[src/verilog/riscv_pkg.sv]
package riscv_pkg;

  //////////////////////////////
  // Widths
  //////////////////////////////

  localparam int XLEN       = 64;  // Data width
  localparam int REG_ADDR_W = 5;   // Register address width
  localparam int IMMSRC_W   = 3;   // Immediate-format select width

  // Immediate-format codes with 5 to 7 reserved for a zero immediate
  localparam logic [IMMSRC_W-1:0] IMM_I = 3'd0;
  localparam logic [IMMSRC_W-1:0] IMM_S = 3'd1;
  localparam logic [IMMSRC_W-1:0] IMM_B = 3'd2;
  localparam logic [IMMSRC_W-1:0] IMM_U = 3'd3;
  localparam logic [IMMSRC_W-1:0] IMM_J = 3'd4;

  localparam logic [31:0] NOP_INST = 32'h0000_0013;  // addi x0, x0, 0

  //////////////////////////////
  // Instruction formats
  //////////////////////////////

  typedef union packed {
    struct packed {
      logic [6:0]            funct7;
      logic [REG_ADDR_W-1:0] rs2;
      logic [REG_ADDR_W-1:0] rs1;
      logic [2:0]            funct3;
      logic [REG_ADDR_W-1:0] rd;
      logic [6:0]            opcode;
    } r_type;
    struct packed {
      logic [11:0]           imm;
      logic [REG_ADDR_W-1:0] rs1;
      logic [2:0]            funct3;
      logic [REG_ADDR_W-1:0] rd;
      logic [6:0]            opcode;
    } i_type;
    struct packed {
      logic [6:0]            imm_hi;   // imm[11:5]
      logic [REG_ADDR_W-1:0] rs2;
      logic [REG_ADDR_W-1:0] rs1;
      logic [2:0]            funct3;
      logic [4:0]            imm_lo;   // imm[4:0]
      logic [6:0]            opcode;
    } s_type;
    struct packed {
      logic                  imm12;
      logic [5:0]            imm10_5;
      logic [REG_ADDR_W-1:0] rs2;
      logic [REG_ADDR_W-1:0] rs1;
      logic [2:0]            funct3;
      logic [3:0]            imm4_1;
      logic                  imm11;
      logic [6:0]            opcode;
    } b_type;
    struct packed {
      logic [31:12]          imm;
      logic [REG_ADDR_W-1:0] rd;
      logic [6:0]            opcode;
    } u_type;
    struct packed {
      logic                  imm20;
      logic [9:0]            imm10_1;
      logic                  imm11;
      logic [7:0]            imm19_12;
      logic [REG_ADDR_W-1:0] rd;
      logic [6:0]            opcode;
    } j_type;
  } riscv_inst_u;

endpackage

[src/verilog/riscv_rf_if.sv]
`timescale 1ns/1ps

interface riscv_rf_if #(
  parameter int XLEN       = riscv_pkg::XLEN,
  parameter int REG_ADDR_W = riscv_pkg::REG_ADDR_W
);

  logic [REG_ADDR_W-1:0] rs1_addr;
  logic [REG_ADDR_W-1:0] rs2_addr;
  logic                  wr_en;
  logic [REG_ADDR_W-1:0] wr_addr;
  logic [XLEN-1:0]       wr_data;
  logic [XLEN-1:0]       rs1_data;   // Combinational read
  logic [XLEN-1:0]       rs2_data;   // Combinational read

  modport dstage (
    output rs1_addr, rs2_addr, wr_en, wr_addr, wr_data,
    input  rs1_data, rs2_data
  );

  modport rf (
    input  rs1_addr, rs2_addr, wr_en, wr_addr, wr_data,
    output rs1_data, rs2_data
  );

endinterface

[src/verilog/riscv_rf.sv]
`timescale 1ns/1ps

module riscv_rf #(
  parameter int XLEN       = riscv_pkg::XLEN,
  parameter int REG_ADDR_W = riscv_pkg::REG_ADDR_W
) (
  input  logic   i_riscv_rf_clk,
  input  logic   i_rst_n,
  riscv_rf_if.rf rf_port
);

  localparam int NUM_REGS = 2**REG_ADDR_W;

  logic [XLEN-1:0] regs [1:NUM_REGS-1];  // x0 is not stored

  // Falling-edge write lands half a cycle before the next capture,
  // so a read in the same cycle already returns the new value
  always_ff @(negedge i_riscv_rf_clk or negedge i_rst_n) begin
    if (!i_rst_n) begin
      for (int i = 1; i < NUM_REGS; i++) begin
        regs[i] <= '0;
      end
    end else if (rf_port.wr_en && (rf_port.wr_addr != '0)) begin
      regs[rf_port.wr_addr] <= rf_port.wr_data;  // Writes to x0 dropped
    end
  end

  always_comb begin
    rf_port.rs1_data = '0;  // x0 reads zero
    rf_port.rs2_data = '0;
    if (rf_port.rs1_addr != '0) begin
      rf_port.rs1_data = regs[rf_port.rs1_addr];
    end
    if (rf_port.rs2_addr != '0) begin
      rf_port.rs2_data = regs[rf_port.rs2_addr];
    end
  end

  //////////////////////////////
  // Checks
  //////////////////////////////

  // Write-back request from outside must name a known register
  a_wr_addr_known : assert property (
    @(negedge i_riscv_rf_clk) disable iff (!i_rst_n)
    rf_port.wr_en |-> !$isunknown(rf_port.wr_addr)
  ) else $error("riscv_rf: write enabled with unknown address");

endmodule

[src/verilog/riscv_extend.sv]
`timescale 1ns/1ps

module riscv_extend #(
  parameter int XLEN = riscv_pkg::XLEN
) (
  input  logic [riscv_pkg::IMMSRC_W-1:0] i_riscv_extend_immsrc,
  input  riscv_pkg::riscv_inst_u         i_riscv_extend_inst,
  output logic [XLEN-1:0]                o_riscv_extend_simm
);

  logic            sign;   // Bit 31 in every format
  logic [XLEN-1:0] imm_i;
  logic [XLEN-1:0] imm_s;
  logic [XLEN-1:0] imm_b;
  logic [XLEN-1:0] imm_u;
  logic [XLEN-1:0] imm_j;

  assign sign = i_riscv_extend_inst.r_type.funct7[6];

  assign imm_i = {{(XLEN-12){sign}}, i_riscv_extend_inst.i_type.imm};

  assign imm_s = {{(XLEN-12){sign}},
                  i_riscv_extend_inst.s_type.imm_hi,
                  i_riscv_extend_inst.s_type.imm_lo};

  assign imm_b = {{(XLEN-12){sign}},          // imm12 is the sign
                  i_riscv_extend_inst.b_type.imm11,
                  i_riscv_extend_inst.b_type.imm10_5,
                  i_riscv_extend_inst.b_type.imm4_1,
                  1'b0};                      // Halfword aligned

  assign imm_u = {{(XLEN-32){sign}}, i_riscv_extend_inst.u_type.imm, 12'b0};

  assign imm_j = {{(XLEN-20){sign}},          // imm20 is the sign
                  i_riscv_extend_inst.j_type.imm19_12,
                  i_riscv_extend_inst.j_type.imm11,
                  i_riscv_extend_inst.j_type.imm10_1,
                  1'b0};                      // Halfword aligned

  always_comb begin
    case (i_riscv_extend_immsrc)
      riscv_pkg::IMM_I: o_riscv_extend_simm = imm_i;
      riscv_pkg::IMM_S: o_riscv_extend_simm = imm_s;
      riscv_pkg::IMM_B: o_riscv_extend_simm = imm_b;
      riscv_pkg::IMM_U: o_riscv_extend_simm = imm_u;
      riscv_pkg::IMM_J: o_riscv_extend_simm = imm_j;
      default:          o_riscv_extend_simm = '0;  // Reserved codes
    endcase
  end

endmodule

[src/verilog/riscv_dstage.sv]
`timescale 1ns/1ps

module riscv_dstage #(
  parameter int XLEN       = riscv_pkg::XLEN,
  parameter int REG_ADDR_W = riscv_pkg::REG_ADDR_W
) (
  input  logic                           i_riscv_dstage_clk,
  input  logic                           i_rst_n,
  input  logic [riscv_pkg::IMMSRC_W-1:0] i_riscv_dstage_immsrc,
  input  riscv_pkg::riscv_inst_u         i_riscv_dstage_inst,
  input  logic                           i_riscv_dstage_regw,
  input  logic [REG_ADDR_W-1:0]          i_riscv_dstage_rdaddr,
  input  logic [XLEN-1:0]                i_riscv_dstage_rddata,
  output logic [XLEN-1:0]                o_riscv_dstage_rs1data,
  output logic [XLEN-1:0]                o_riscv_dstage_rs2data,
  output logic [REG_ADDR_W-1:0]          o_riscv_dstage_rs1addr,
  output logic [REG_ADDR_W-1:0]          o_riscv_dstage_rs2addr,
  output logic [REG_ADDR_W-1:0]          o_riscv_dstage_rdaddr,
  output logic [XLEN-1:0]                o_riscv_dstage_simm,
  output logic [6:0]                     o_riscv_dstage_opcode,
  output logic [2:0]                     o_riscv_dstage_funct3,
  output logic [6:0]                     o_riscv_dstage_func7,
  output logic [XLEN-1:0]                o_riscv_dstage_immzeroextend
);

  riscv_rf_if #(.XLEN(XLEN), .REG_ADDR_W(REG_ADDR_W)) rf_bus ();

  //////////////////////////////
  // Field split
  //////////////////////////////

  assign o_riscv_dstage_opcode  = i_riscv_dstage_inst.r_type.opcode;
  assign o_riscv_dstage_funct3  = i_riscv_dstage_inst.r_type.funct3;
  assign o_riscv_dstage_func7   = i_riscv_dstage_inst.r_type.funct7;
  assign o_riscv_dstage_rs1addr = i_riscv_dstage_inst.r_type.rs1;
  assign o_riscv_dstage_rs2addr = i_riscv_dstage_inst.r_type.rs2;
  assign o_riscv_dstage_rdaddr  = i_riscv_dstage_inst.r_type.rd;

  // CSR immediate forms carry a 5-bit unsigned value in rs1
  assign o_riscv_dstage_immzeroextend = {{(XLEN-REG_ADDR_W){1'b0}},
                                         i_riscv_dstage_inst.r_type.rs1};

  //////////////////////////////
  // Register file access
  //////////////////////////////

  assign rf_bus.rs1_addr = i_riscv_dstage_inst.r_type.rs1;
  assign rf_bus.rs2_addr = i_riscv_dstage_inst.r_type.rs2;
  assign rf_bus.wr_en    = i_riscv_dstage_regw;     // Write-back request
  assign rf_bus.wr_addr  = i_riscv_dstage_rdaddr;
  assign rf_bus.wr_data  = i_riscv_dstage_rddata;

  assign o_riscv_dstage_rs1data = rf_bus.rs1_data;
  assign o_riscv_dstage_rs2data = rf_bus.rs2_data;

  riscv_rf #(.XLEN(XLEN), .REG_ADDR_W(REG_ADDR_W)) u_riscv_rf (
    .i_riscv_rf_clk (i_riscv_dstage_clk),
    .i_rst_n        (i_rst_n),
    .rf_port        (rf_bus.rf)
  );

  riscv_extend #(.XLEN(XLEN)) u_riscv_extend (
    .i_riscv_extend_immsrc (i_riscv_dstage_immsrc),
    .i_riscv_extend_inst   (i_riscv_dstage_inst),
    .o_riscv_extend_simm   (o_riscv_dstage_simm)
  );

  // The external select must pair with a real instruction; only the
  // bubble may carry a reserved code
  a_immsrc_legal : assert property (
    @(posedge i_riscv_dstage_clk) disable iff (!i_rst_n)
    (i_riscv_dstage_inst.r_type.opcode != riscv_pkg::NOP_INST[6:0])
      |-> (i_riscv_dstage_immsrc <= riscv_pkg::IMM_J)
  ) else $error("riscv_dstage: reserved immediate select on a live instruction");

endmodule

[src/verilog/riscv_ppreg_fd.sv]
`timescale 1ns/1ps

module riscv_ppreg_fd (
  input  logic                           i_riscv_ppreg_fd_clk,
  input  logic                           i_rst_n,
  input  logic                           i_riscv_ppreg_fd_stall,
  input  logic                           i_riscv_ppreg_fd_flush,
  input  riscv_pkg::riscv_inst_u         i_riscv_ppreg_fd_inst,
  input  logic [riscv_pkg::IMMSRC_W-1:0] i_riscv_ppreg_fd_immsrc,
  output riscv_pkg::riscv_inst_u         o_riscv_ppreg_fd_inst,
  output logic [riscv_pkg::IMMSRC_W-1:0] o_riscv_ppreg_fd_immsrc
);

  // Flush beats stall, stall beats load
  always_ff @(posedge i_riscv_ppreg_fd_clk or negedge i_rst_n) begin
    if (!i_rst_n) begin
      o_riscv_ppreg_fd_inst   <= riscv_pkg::NOP_INST;
      o_riscv_ppreg_fd_immsrc <= riscv_pkg::IMM_I;
    end else if (i_riscv_ppreg_fd_flush) begin
      o_riscv_ppreg_fd_inst   <= riscv_pkg::NOP_INST;  // Bubble
      o_riscv_ppreg_fd_immsrc <= riscv_pkg::IMM_I;
    end else if (!i_riscv_ppreg_fd_stall) begin
      o_riscv_ppreg_fd_inst   <= i_riscv_ppreg_fd_inst;
      o_riscv_ppreg_fd_immsrc <= i_riscv_ppreg_fd_immsrc;
    end
  end

endmodule

[src/verilog/riscv_ppreg_de.sv]
`timescale 1ns/1ps

module riscv_ppreg_de #(
  parameter int XLEN       = riscv_pkg::XLEN,
  parameter int REG_ADDR_W = riscv_pkg::REG_ADDR_W
) (
  input  logic                  i_riscv_ppreg_de_clk,
  input  logic                  i_rst_n,
  input  logic                  i_riscv_ppreg_de_flush,
  input  logic [XLEN-1:0]       i_riscv_ppreg_de_rs1data,
  input  logic [XLEN-1:0]       i_riscv_ppreg_de_rs2data,
  input  logic [REG_ADDR_W-1:0] i_riscv_ppreg_de_rs1addr,
  input  logic [REG_ADDR_W-1:0] i_riscv_ppreg_de_rs2addr,
  input  logic [REG_ADDR_W-1:0] i_riscv_ppreg_de_rdaddr,
  input  logic [XLEN-1:0]       i_riscv_ppreg_de_simm,
  input  logic [6:0]            i_riscv_ppreg_de_opcode,
  input  logic [2:0]            i_riscv_ppreg_de_funct3,
  input  logic [6:0]            i_riscv_ppreg_de_func7,
  input  logic [XLEN-1:0]       i_riscv_ppreg_de_immzeroextend,
  output logic [XLEN-1:0]       o_riscv_ppreg_de_rs1data,
  output logic [XLEN-1:0]       o_riscv_ppreg_de_rs2data,
  output logic [REG_ADDR_W-1:0] o_riscv_ppreg_de_rs1addr,
  output logic [REG_ADDR_W-1:0] o_riscv_ppreg_de_rs2addr,
  output logic [REG_ADDR_W-1:0] o_riscv_ppreg_de_rdaddr,
  output logic [XLEN-1:0]       o_riscv_ppreg_de_simm,
  output logic [6:0]            o_riscv_ppreg_de_opcode,
  output logic [2:0]            o_riscv_ppreg_de_funct3,
  output logic [6:0]            o_riscv_ppreg_de_func7,
  output logic [XLEN-1:0]       o_riscv_ppreg_de_immzeroextend
);

  localparam int DE_W = 4*XLEN + 3*REG_ADDR_W + 17;  // 17 = func7 + funct3 + opcode

  // All fields zero except the opcode, which sits at the low end
  localparam logic [DE_W-1:0] BUBBLE = {{(DE_W-7){1'b0}}, riscv_pkg::NOP_INST[6:0]};

  logic [DE_W-1:0] de_d;
  logic [DE_W-1:0] de_q;

  assign de_d = i_riscv_ppreg_de_flush ? BUBBLE :
                {i_riscv_ppreg_de_rs1data, i_riscv_ppreg_de_rs2data,
                 i_riscv_ppreg_de_rs1addr, i_riscv_ppreg_de_rs2addr,
                 i_riscv_ppreg_de_rdaddr,  i_riscv_ppreg_de_simm,
                 i_riscv_ppreg_de_immzeroextend,
                 i_riscv_ppreg_de_func7,   i_riscv_ppreg_de_funct3,
                 i_riscv_ppreg_de_opcode};

  always_ff @(posedge i_riscv_ppreg_de_clk or negedge i_rst_n) begin
    if (!i_rst_n) begin
      de_q <= BUBBLE;
    end else begin
      de_q <= de_d;
    end
  end

  assign {o_riscv_ppreg_de_rs1data, o_riscv_ppreg_de_rs2data,
          o_riscv_ppreg_de_rs1addr, o_riscv_ppreg_de_rs2addr,
          o_riscv_ppreg_de_rdaddr,  o_riscv_ppreg_de_simm,
          o_riscv_ppreg_de_immzeroextend,
          o_riscv_ppreg_de_func7,   o_riscv_ppreg_de_funct3,
          o_riscv_ppreg_de_opcode} = de_q;

  // A flushed slot must never write back in a later stage
  a_bubble_no_rd : assert property (
    @(posedge i_riscv_ppreg_de_clk) disable iff (!i_rst_n)
    i_riscv_ppreg_de_flush |=> (o_riscv_ppreg_de_rdaddr == '0)
  ) else $error("riscv_ppreg_de: bubble carries a nonzero rd");

endmodule

[src/verilog/riscv_dstage_top.sv]
`timescale 1ns/1ps

module riscv_dstage_top #(
  parameter int XLEN       = riscv_pkg::XLEN,
  parameter int REG_ADDR_W = riscv_pkg::REG_ADDR_W
) (
  input  logic                           i_riscv_dstage_top_clk,
  input  logic                           i_rst_n,
  input  logic                           i_stall_fd,
  input  logic                           i_flush_fd,
  input  logic                           i_flush_de,
  input  logic [31:0]                    i_inst,
  input  logic [riscv_pkg::IMMSRC_W-1:0] i_immsrc,
  input  logic                           i_regw,       // Write-back request
  input  logic [REG_ADDR_W-1:0]          i_rdaddr,
  input  logic [XLEN-1:0]                i_rddata,
  output logic [XLEN-1:0]                o_rs1data,
  output logic [XLEN-1:0]                o_rs2data,
  output logic [REG_ADDR_W-1:0]          o_rs1addr,
  output logic [REG_ADDR_W-1:0]          o_rs2addr,
  output logic [REG_ADDR_W-1:0]          o_rdaddr,
  output logic [XLEN-1:0]                o_simm,
  output logic [6:0]                     o_opcode,
  output logic [2:0]                     o_funct3,
  output logic [6:0]                     o_func7,
  output logic [XLEN-1:0]                o_immzeroextend
);

  riscv_pkg::riscv_inst_u         fd_inst;
  logic [riscv_pkg::IMMSRC_W-1:0] fd_immsrc;

  logic [XLEN-1:0]       d_rs1data;
  logic [XLEN-1:0]       d_rs2data;
  logic [REG_ADDR_W-1:0] d_rs1addr;
  logic [REG_ADDR_W-1:0] d_rs2addr;
  logic [REG_ADDR_W-1:0] d_rdaddr;
  logic [XLEN-1:0]       d_simm;
  logic [6:0]            d_opcode;
  logic [2:0]            d_funct3;
  logic [6:0]            d_func7;
  logic [XLEN-1:0]       d_immzeroextend;

  //////////////////////////////
  // Fetch / decode
  //////////////////////////////

  riscv_ppreg_fd u_riscv_ppreg_fd (
    .i_riscv_ppreg_fd_clk    (i_riscv_dstage_top_clk),
    .i_rst_n                 (i_rst_n),
    .i_riscv_ppreg_fd_stall  (i_stall_fd),
    .i_riscv_ppreg_fd_flush  (i_flush_fd),
    .i_riscv_ppreg_fd_inst   (i_inst),
    .i_riscv_ppreg_fd_immsrc (i_immsrc),
    .o_riscv_ppreg_fd_inst   (fd_inst),
    .o_riscv_ppreg_fd_immsrc (fd_immsrc)
  );

  riscv_dstage #(.XLEN(XLEN), .REG_ADDR_W(REG_ADDR_W)) u_riscv_dstage (
    .i_riscv_dstage_clk           (i_riscv_dstage_top_clk),
    .i_rst_n                      (i_rst_n),
    .i_riscv_dstage_immsrc        (fd_immsrc),
    .i_riscv_dstage_inst          (fd_inst),
    .i_riscv_dstage_regw          (i_regw),
    .i_riscv_dstage_rdaddr        (i_rdaddr),
    .i_riscv_dstage_rddata        (i_rddata),
    .o_riscv_dstage_rs1data       (d_rs1data),
    .o_riscv_dstage_rs2data       (d_rs2data),
    .o_riscv_dstage_rs1addr       (d_rs1addr),
    .o_riscv_dstage_rs2addr       (d_rs2addr),
    .o_riscv_dstage_rdaddr        (d_rdaddr),
    .o_riscv_dstage_simm          (d_simm),
    .o_riscv_dstage_opcode        (d_opcode),
    .o_riscv_dstage_funct3        (d_funct3),
    .o_riscv_dstage_func7         (d_func7),
    .o_riscv_dstage_immzeroextend (d_immzeroextend)
  );

  //////////////////////////////
  // Decode / execute
  //////////////////////////////

  riscv_ppreg_de #(.XLEN(XLEN), .REG_ADDR_W(REG_ADDR_W)) u_riscv_ppreg_de (
    .i_riscv_ppreg_de_clk           (i_riscv_dstage_top_clk),
    .i_rst_n                        (i_rst_n),
    .i_riscv_ppreg_de_flush         (i_flush_de),
    .i_riscv_ppreg_de_rs1data       (d_rs1data),
    .i_riscv_ppreg_de_rs2data       (d_rs2data),
    .i_riscv_ppreg_de_rs1addr       (d_rs1addr),
    .i_riscv_ppreg_de_rs2addr       (d_rs2addr),
    .i_riscv_ppreg_de_rdaddr        (d_rdaddr),
    .i_riscv_ppreg_de_simm          (d_simm),
    .i_riscv_ppreg_de_opcode        (d_opcode),
    .i_riscv_ppreg_de_funct3        (d_funct3),
    .i_riscv_ppreg_de_func7         (d_func7),
    .i_riscv_ppreg_de_immzeroextend (d_immzeroextend),
    .o_riscv_ppreg_de_rs1data       (o_rs1data),
    .o_riscv_ppreg_de_rs2data       (o_rs2data),
    .o_riscv_ppreg_de_rs1addr       (o_rs1addr),
    .o_riscv_ppreg_de_rs2addr       (o_rs2addr),
    .o_riscv_ppreg_de_rdaddr        (o_rdaddr),
    .o_riscv_ppreg_de_simm          (o_simm),
    .o_riscv_ppreg_de_opcode        (o_opcode),
    .o_riscv_ppreg_de_funct3        (o_funct3),
    .o_riscv_ppreg_de_func7         (o_func7),
    .o_riscv_ppreg_de_immzeroextend (o_immzeroextend)
  );

endmodule

[config.mk]
export PLATFORM = sky130hd
export DESIGN_NAME = riscv_dstage_top
export DESIGN_NICKNAME = d
export VERILOG_FILES = /design/src/verilog/riscv_pkg.sv /design/src/verilog/riscv_rf_if.sv /design/src/verilog/riscv_rf.sv /design/src/verilog/riscv_extend.sv /design/src/verilog/riscv_dstage.sv /design/src/verilog/riscv_ppreg_fd.sv /design/src/verilog/riscv_ppreg_de.sv /design/src/verilog/riscv_dstage_top.sv
export SDC_FILE = /design/constraint.sdc
export NUM_CORES = 2
export LEC_CHECK = 0
export BUFFER_PORTS_ARGS = -buffer_cell sky130_fd_sc_hd__buf_2
export CORE_ASPECT_RATIO = 2
export CORE_MARGIN = 10
export CORE_UTILIZATION = 57
export DETAILED_ROUTE_END_ITERATION = 8
export GPL_TIMING_DRIVEN = 0
export HOLD_SLACK_MARGIN = 0.12
export PLACE_DENSITY = 0.82
export SLEW_MARGIN = 5
export SYNTH_ARGS = -nofsm -noshare
export SYNTH_HDL_FRONTEND = slang
export SYNTH_HIERARCHICAL = 1
export SYNTH_SLANG_ARGS = --single-unit
[constraint.sdc]
create_clock -name i_riscv_dstage_top_clk -period 3.15 [get_ports i_riscv_dstage_top_clk]
set_clock_uncertainty 0.05 [all_clocks]
set_input_delay 0.63 -clock i_riscv_dstage_top_clk [delete_from_list [all_inputs] [get_ports i_riscv_dstage_top_clk]]
set_output_delay 0.63 -clock i_riscv_dstage_top_clk [all_outputs]
set_load 0.05 [all_outputs]
==> parameters.txt, run 1 <==
Parameter                              Value

Outcome
  Result of the run ... did not finish
  Last flow stage reached ... 5_1_grt
  First error line in the log ... [ERROR GRT-0116] Global routing finished with congestion. Check the congestion regions in the DRC Viewer.

Logic synthesis
  Number of flops mapped to enable cells by yosys ... 0
  Number of warning messages in the yosys log ... 6
  Register area share after synthesis ... around half
  Post-Synthesis Cells ... ~9000
  Cell Area, Synth ... around 0.12 mm²
  Async S/R FF share, synth ... 100%
  Cell variety after synth ... just under 50
  Most used flip-flop cell after synthesis ... sky130_fd_sc_hd__dfrtn_1
  #FFs+latches synth ... between 2000 and 2500
  Syn avg cell area ... 13.1 µm²

GRT
  Aggregate global-route resource usage ... 67.6%
  First-pass GRT wire length ... about 1100 mm
  Overflow after GRT ... 690
  Vias in the first global route ... 110000
  Pin count of the biggest net entering global routing ... 154

CTS
  Number of sinks handled by clock tree synthesis ... 2307
  Root Buffer Master ... sky130_fd_sc_hd__clkbuf_16
  Number of clock buffers inserted by TritonCTS ... around 210
  Number of buffers on the longest clock path ... 4
  H-tree depth ... 4

Floorplan
  # IOs ... roughly 400
  Horizontal die dimension ... between 300 and 400 µm
  Starting density of the core ... between 50% and 60%
  Number of cell rows ... around 240
  DIE HEIGHT ... about 660 µm

Placed design
  Inst Count DP ... 12200
  Port Buffers ... between 300 and 400
  Post-DP HPWL ... roughly 480 mm
  Post-place instance area ... around 0.13 mm²
  Placer Congestion ... 1.13
-- routing by layer --
layer  track usage (%)  overflow
met3              48.1         1
met4              72.4       334
met5              14.9         0
met1              65.0         1
met2              88.1       354
-- cells by family after synthesis --
| group | share of synthesized area, % |
|---|---|
| and+or+nand+nor | 4.34 |
| other | 0.00318 |
| AOI/OAI and AO/OA | 6.24 |
| DFF | 48.9 |
| buffers and inverters | 4.33 |
| adders and majority gates | 0.00953 |
| muxes | 36.2 |
-- cell usage after synthesis, types with 128 or more instances --
cell / number / area share (%)
sky130_fd_sc_hd__mux2_2: 2095 / 20
sky130_fd_sc_hd__dfrtn_1: 1984 / 42
sky130_fd_sc_hd__mux2i_1: 1313 / 11
sky130_fd_sc_hd__o22ai_1: 524 / 2.8
sky130_fd_sc_hd__clkbuf_1: 474 / 1.5
sky130_fd_sc_hd__nor2b_1: 385 / 2.0
sky130_fd_sc_hd__buf_2: 350 / 1.5
sky130_fd_sc_hd__dfrtp_1: 317 / 6.7
sky130_fd_sc_hd__nor3_1: 308 / 1.3
sky130_fd_sc_hd__mux4_2: 256 / 4.9
sky130_fd_sc_hd__buf_4: 164 / 1.0
sky130_fd_sc_hd__a221o_1: 128 / 1.1
sky130_fd_sc_hd__a22oi_1: 128 / 0.81
-- timing repair --
action / CTS
resized for setup: 1278
endpoints found under the hold margin: 86
setup endpoints to repair: 3466
buffers inserted: 38
pin swaps: 212
cloned: 10
hold buffers: 41
-- per-stage QoR --
stage          utilization [%]  setup WS [ns]
4_1_cts                   67.7         -0.548
3_3_place_gp              60.5         -49.64
2_1_floorplan                -         -0.619
3_5_place_dp              60.9          -2.89
==> inputs of run 2 (changes only) <==
Settings changed: CORE_ASPECT_RATIO 2 to unset, CORE_UTILIZATION 57 to 40, HOLD_SLACK_MARGIN 0.12 to unset, PLACE_DENSITY 0.82 to unset, PLACE_DENSITY_LB_ADDON set to 0.15.
==> parameters.txt, run 2 <==
Parameter                              Value

Outcome
  Result of the run ... complete, but fails checks
  Failing checks ... setup timing

GRT
  Met3 demand-to-capacity share in global routing ... ~14%
  Overflow after GRT ... 0
  Most used routing layer ... met2
  GR Layer Usage met2 ... about half
  Vias in the first global route ... 89300
  Antenna violations before repair ... between 80 and 90
  Pin count of the biggest net entering global routing ... 160
  Met1 GRT Util ... a little under half
  Aggregate global-route resource usage ... between 30% and 40%
  First-pass GRT wire length ... between 700 and 800 mm

Setup path
  Number of buffers and inverters on the critical path ... 1
  CP required ... between 3 and 4 ns
  Cell type of the slowest stage on the worst timing path ... sky130_fd_sc_hd__dfrtp_1
  Capturing element type of the critical path ... flop
  Maximum single-stage delay on the critical path ... between 0.9 and 1 ns
  Critical Setup Path Class ... flop to flop
  Max FO, Critical Path ... 10
  Arrival time of data at the critical path endpoint ... about 4.4 ns
  Startpoint kind of the worst setup timing path ... flop
  Cell Chain, Critical Path ... or2_2 > clkbuf_2 > a21oi_1 > nor4_4 > nor2b_4
  Cell class contributing the biggest share of worst-path delay ... simple AND/OR/NAND/NOR gates

Timing
  Max Freq ... around 270 MHz
  Total of endpoints with negative setup slack in the final report ... around 2000
  Final Worst Setup Slack ... -0.532 ns
  Worst-case headroom to the max-slew limit ... between 10% and 20%
  RSZ-0062 raised after global routing ... true
  Slew of the pin with the lowest slew margin ... approximately 1.3 ns
  Minimum period implied by the final worst setup slack ... about 3.7 ns
  Fraction of the cycle the final worst path needs ... 117%
  Hold Vio Cnt, Final ... 0
  Setup Total Neg Slack ... -470.54 ns
  Max-slew violations ... 0

Logic synthesis
  Yosys top cell area share ... 42.0%
  Top cells by area in the synthesized netlist ... sky130_fd_sc_hd__dfrtn_1 (42%), sky130_fd_sc_hd__mux2_2 (20%), sky130_fd_sc_hd__mux2i_1 (11%)
  Leading area contributor after synthesis ... sky130_fd_sc_hd__dfrtn_1
  Number of flops mapped to enable cells by yosys ... 0
  #FFs+latches synth ... ~2300
  Number of warning messages in the yosys log ... 6
  Most used flip-flop cell after synthesis ... sky130_fd_sc_hd__dfrtn_1
  Cell Area, Synth ... 0.118 mm²
  Cell variety after synth ... between 40 and 50
  Syn avg cell area ... between 10 and 15 µm²
  Async S/R FF share, synth ... 100%
  Count leader, synth ... sky130_fd_sc_hd__mux2_2
  Post-Synthesis Cells ... between 9000 and 10000
  Register area share after synthesis ... 48.9%
  List of most frequent post-synthesis cells ... sky130_fd_sc_hd__mux2_2 (2095), sky130_fd_sc_hd__dfrtn_1 (1984), sky130_fd_sc_hd__mux2i_1 (1313)

Detailed routing
  Post-detailed-route wirelength per cell ... about 43 µm
  Detailed Route WL ... 606 mm
  Antenna-violating nets left ... 0
  First-iteration detailed-routing DRC count ... 11900
  Average vias per placed instance ... ~6.5
  Via count of the routed design ... 91700
  Remaining routing DRC violations ... 0
  Number of detailed-route iterations in the first pass ... 7

Floorplan
  # IOs ... slightly below 400
  Die footprint ... between 0.3 and 0.4 mm²
  DIE HEIGHT ... 563 µm
  Number of cell rows ... 199
  Horizontal die dimension ... between 500 and 600 µm
  Standard cell core area ... roughly 0.29 mm²
  Starting density of the core ... around 40%

Final layout
  Top register by number of flip-flops ... u_riscv_dstage/u_riscv_rf/regs
  Largest registers ... u_riscv_dstage/u_riscv_rf/regs: 1984 flops, u_riscv_ppreg_de/de_q: 288 flops, u_riscv_ppreg_fd/o_riscv_ppreg_fd_inst: 32 flops
  Share of post-route cells with drive strength above 1 ... a little under half
  Number of nets in the finished design ... 10100
  Layout area overhead ... 23.0%
  Number of flip-flops in the largest register ... roughly 2000
  Most used cells in the layout excluding fill and tap cells ... sky130_fd_sc_hd__dfrtn_1 (1984), sky130_fd_sc_hd__mux2_2 (1877), sky130_fd_sc_hd__mux2i_1 (1313)
  Most common cell after layout, fill and taps aside ... sky130_fd_sc_hd__dfrtn_1

CTS
  Clock transition at the registers of the reported paths ... 0.06 ns
  Latest clock arrival within the worst-skew pair ... around 0.86 ns
  Number of buffers on the longest clock path ... 4
  H-tree depth ... 5
  Clock tree from TritonCTS ... done
  Number of sinks handled by clock tree synthesis ... approximately 2300
  Number of clock buffers inserted by TritonCTS ... 275
  Root Buffer Master ... sky130_fd_sc_hd__clkbuf_16

Power
  Total power of the final layout ... 93.5 mW
  Max VDD drop ... between 0.3 and 0.4 mV
  Leakage power of the design ... a little over 60 nW
  Areal power density over the cells ... about 640 mW/mm²

Placed design
  Port Buffers ... 393
  Post-DP HPWL ... roughly 430 mm
  Pre-CTS setup slack ... -2.53 ns
  Placer Congestion ... ~0.99

Flow run
  Number of maximum-capacitance violations ... 0

Min path
  Worst Hold Class ... primary input to flop
## run 2: cell counts after synthesis
No cell type changed its count.
## run 2: where the power goes
part	internal [mW]	total, mW	switching (mW)
clock network	18.7	32.3	13.6
logic	9.89	21.6	11.7
registers	35.4	39.6	4.22
total	64.0	93.5	29.5
## run 2: area by class of cell
| cell class | count | area [µm²] |
|---|---|---|
| Clock buffer | 408 | 8080 |
| Tap cell | 3919 | 4900 |
| Sequential cell | 2307 | 57700 |
| Antenna cell | 57 | 143 |
| Timing Repair Buffer | 614 | 5450 |
| Multi-Input combinational cell | 5712 | 60900 |
| Buffer | 1041 | 7240 |
| Inverter | 5 | 18.8 |
| Fill cell | 25700 | 149000 |
| Clock inverter | 72 | 747 |
## run 2: timing repair
item                       4_1_cts  5_1_grt
gates cloned                    15        8
buffers inserted                82       33
setup endpoints to repair     3147     2815
pin swaps                      230        7
resized for setup             1377      221
hold endpoints to repair        66        0
hold buffers                    33        0
## run 2: cell families (layout without fill, tap and decap cells)
group                      Yosys count  after routing  synth area share (%)
and+or+nand+nor                    907            909                  4.34
adders and majority gates            1              1               0.00953
muxes                             3685           3685                  36.2
other                                1            116               0.00318
AOI/OAI and AO/OA                 1058           1058                  6.24
DFF                               2307           2307                  48.9
buffers and inverters             1051           2140                  4.33
## run 2: per-stage QoR
stage	utilization [%]	area (µm²)	hold WS (ns)	cells
finish	49.4	145000	0.0619	14100
global placement	43.0	126000	0.401	13400
floorplan	-	119000	0.284	9068
detailed placement	43.5	128000	0.417	13400
CTS	49.0	144000	0.00713	14000
global route	49.4	145000	0.0698	14100
## run 2: worst register-to-register path: stages (launching register included)
cell	delay, ns
sky130_fd_sc_hd__dfrtp_1	0.95
sky130_fd_sc_hd__or2_2	0.69
sky130_fd_sc_hd__clkbuf_2	0.73
sky130_fd_sc_hd__a21oi_1	0.30
sky130_fd_sc_hd__nor4_4	0.47
sky130_fd_sc_hd__nor2b_4	0.39
## run 2: worst paths after layout
kind	end	depth (start not counted)	startpoint	slack [ns]
hold / removal	u_riscv_ppreg_fd/o_riscv_ppreg_fd_inst[15]	3	i_inst[15]	0.06
setup reg to reg	u_riscv_ppreg_de/de_q[206]	5	u_riscv_ppreg_fd/o_riscv_ppreg_fd_inst[23]	-0.53
hold reg to reg	u_riscv_dstage/u_riscv_rf/regs[388]	1	u_riscv_dstage/u_riscv_rf/regs[388]	0.42
max in group asynchronous	u_riscv_dstage/u_riscv_rf/regs[36]	4	i_rst_n	0.03
min in group asynchronous	u_riscv_ppreg_de/de_q[67]	2	i_rst_n	0.07
setup / recovery	u_riscv_ppreg_de/de_q[206]	5	u_riscv_ppreg_fd/o_riscv_ppreg_fd_inst[23]	-0.53
## run 2: per-layer routing
metal  routed length [µm]  vias up
li1                     -    35500
met3                76900     1670
met5                  322        -
met1               234000    48200
met4                49300       24
met2               245000     6389
No activity file was read; power rests on OpenSTA's default activity.
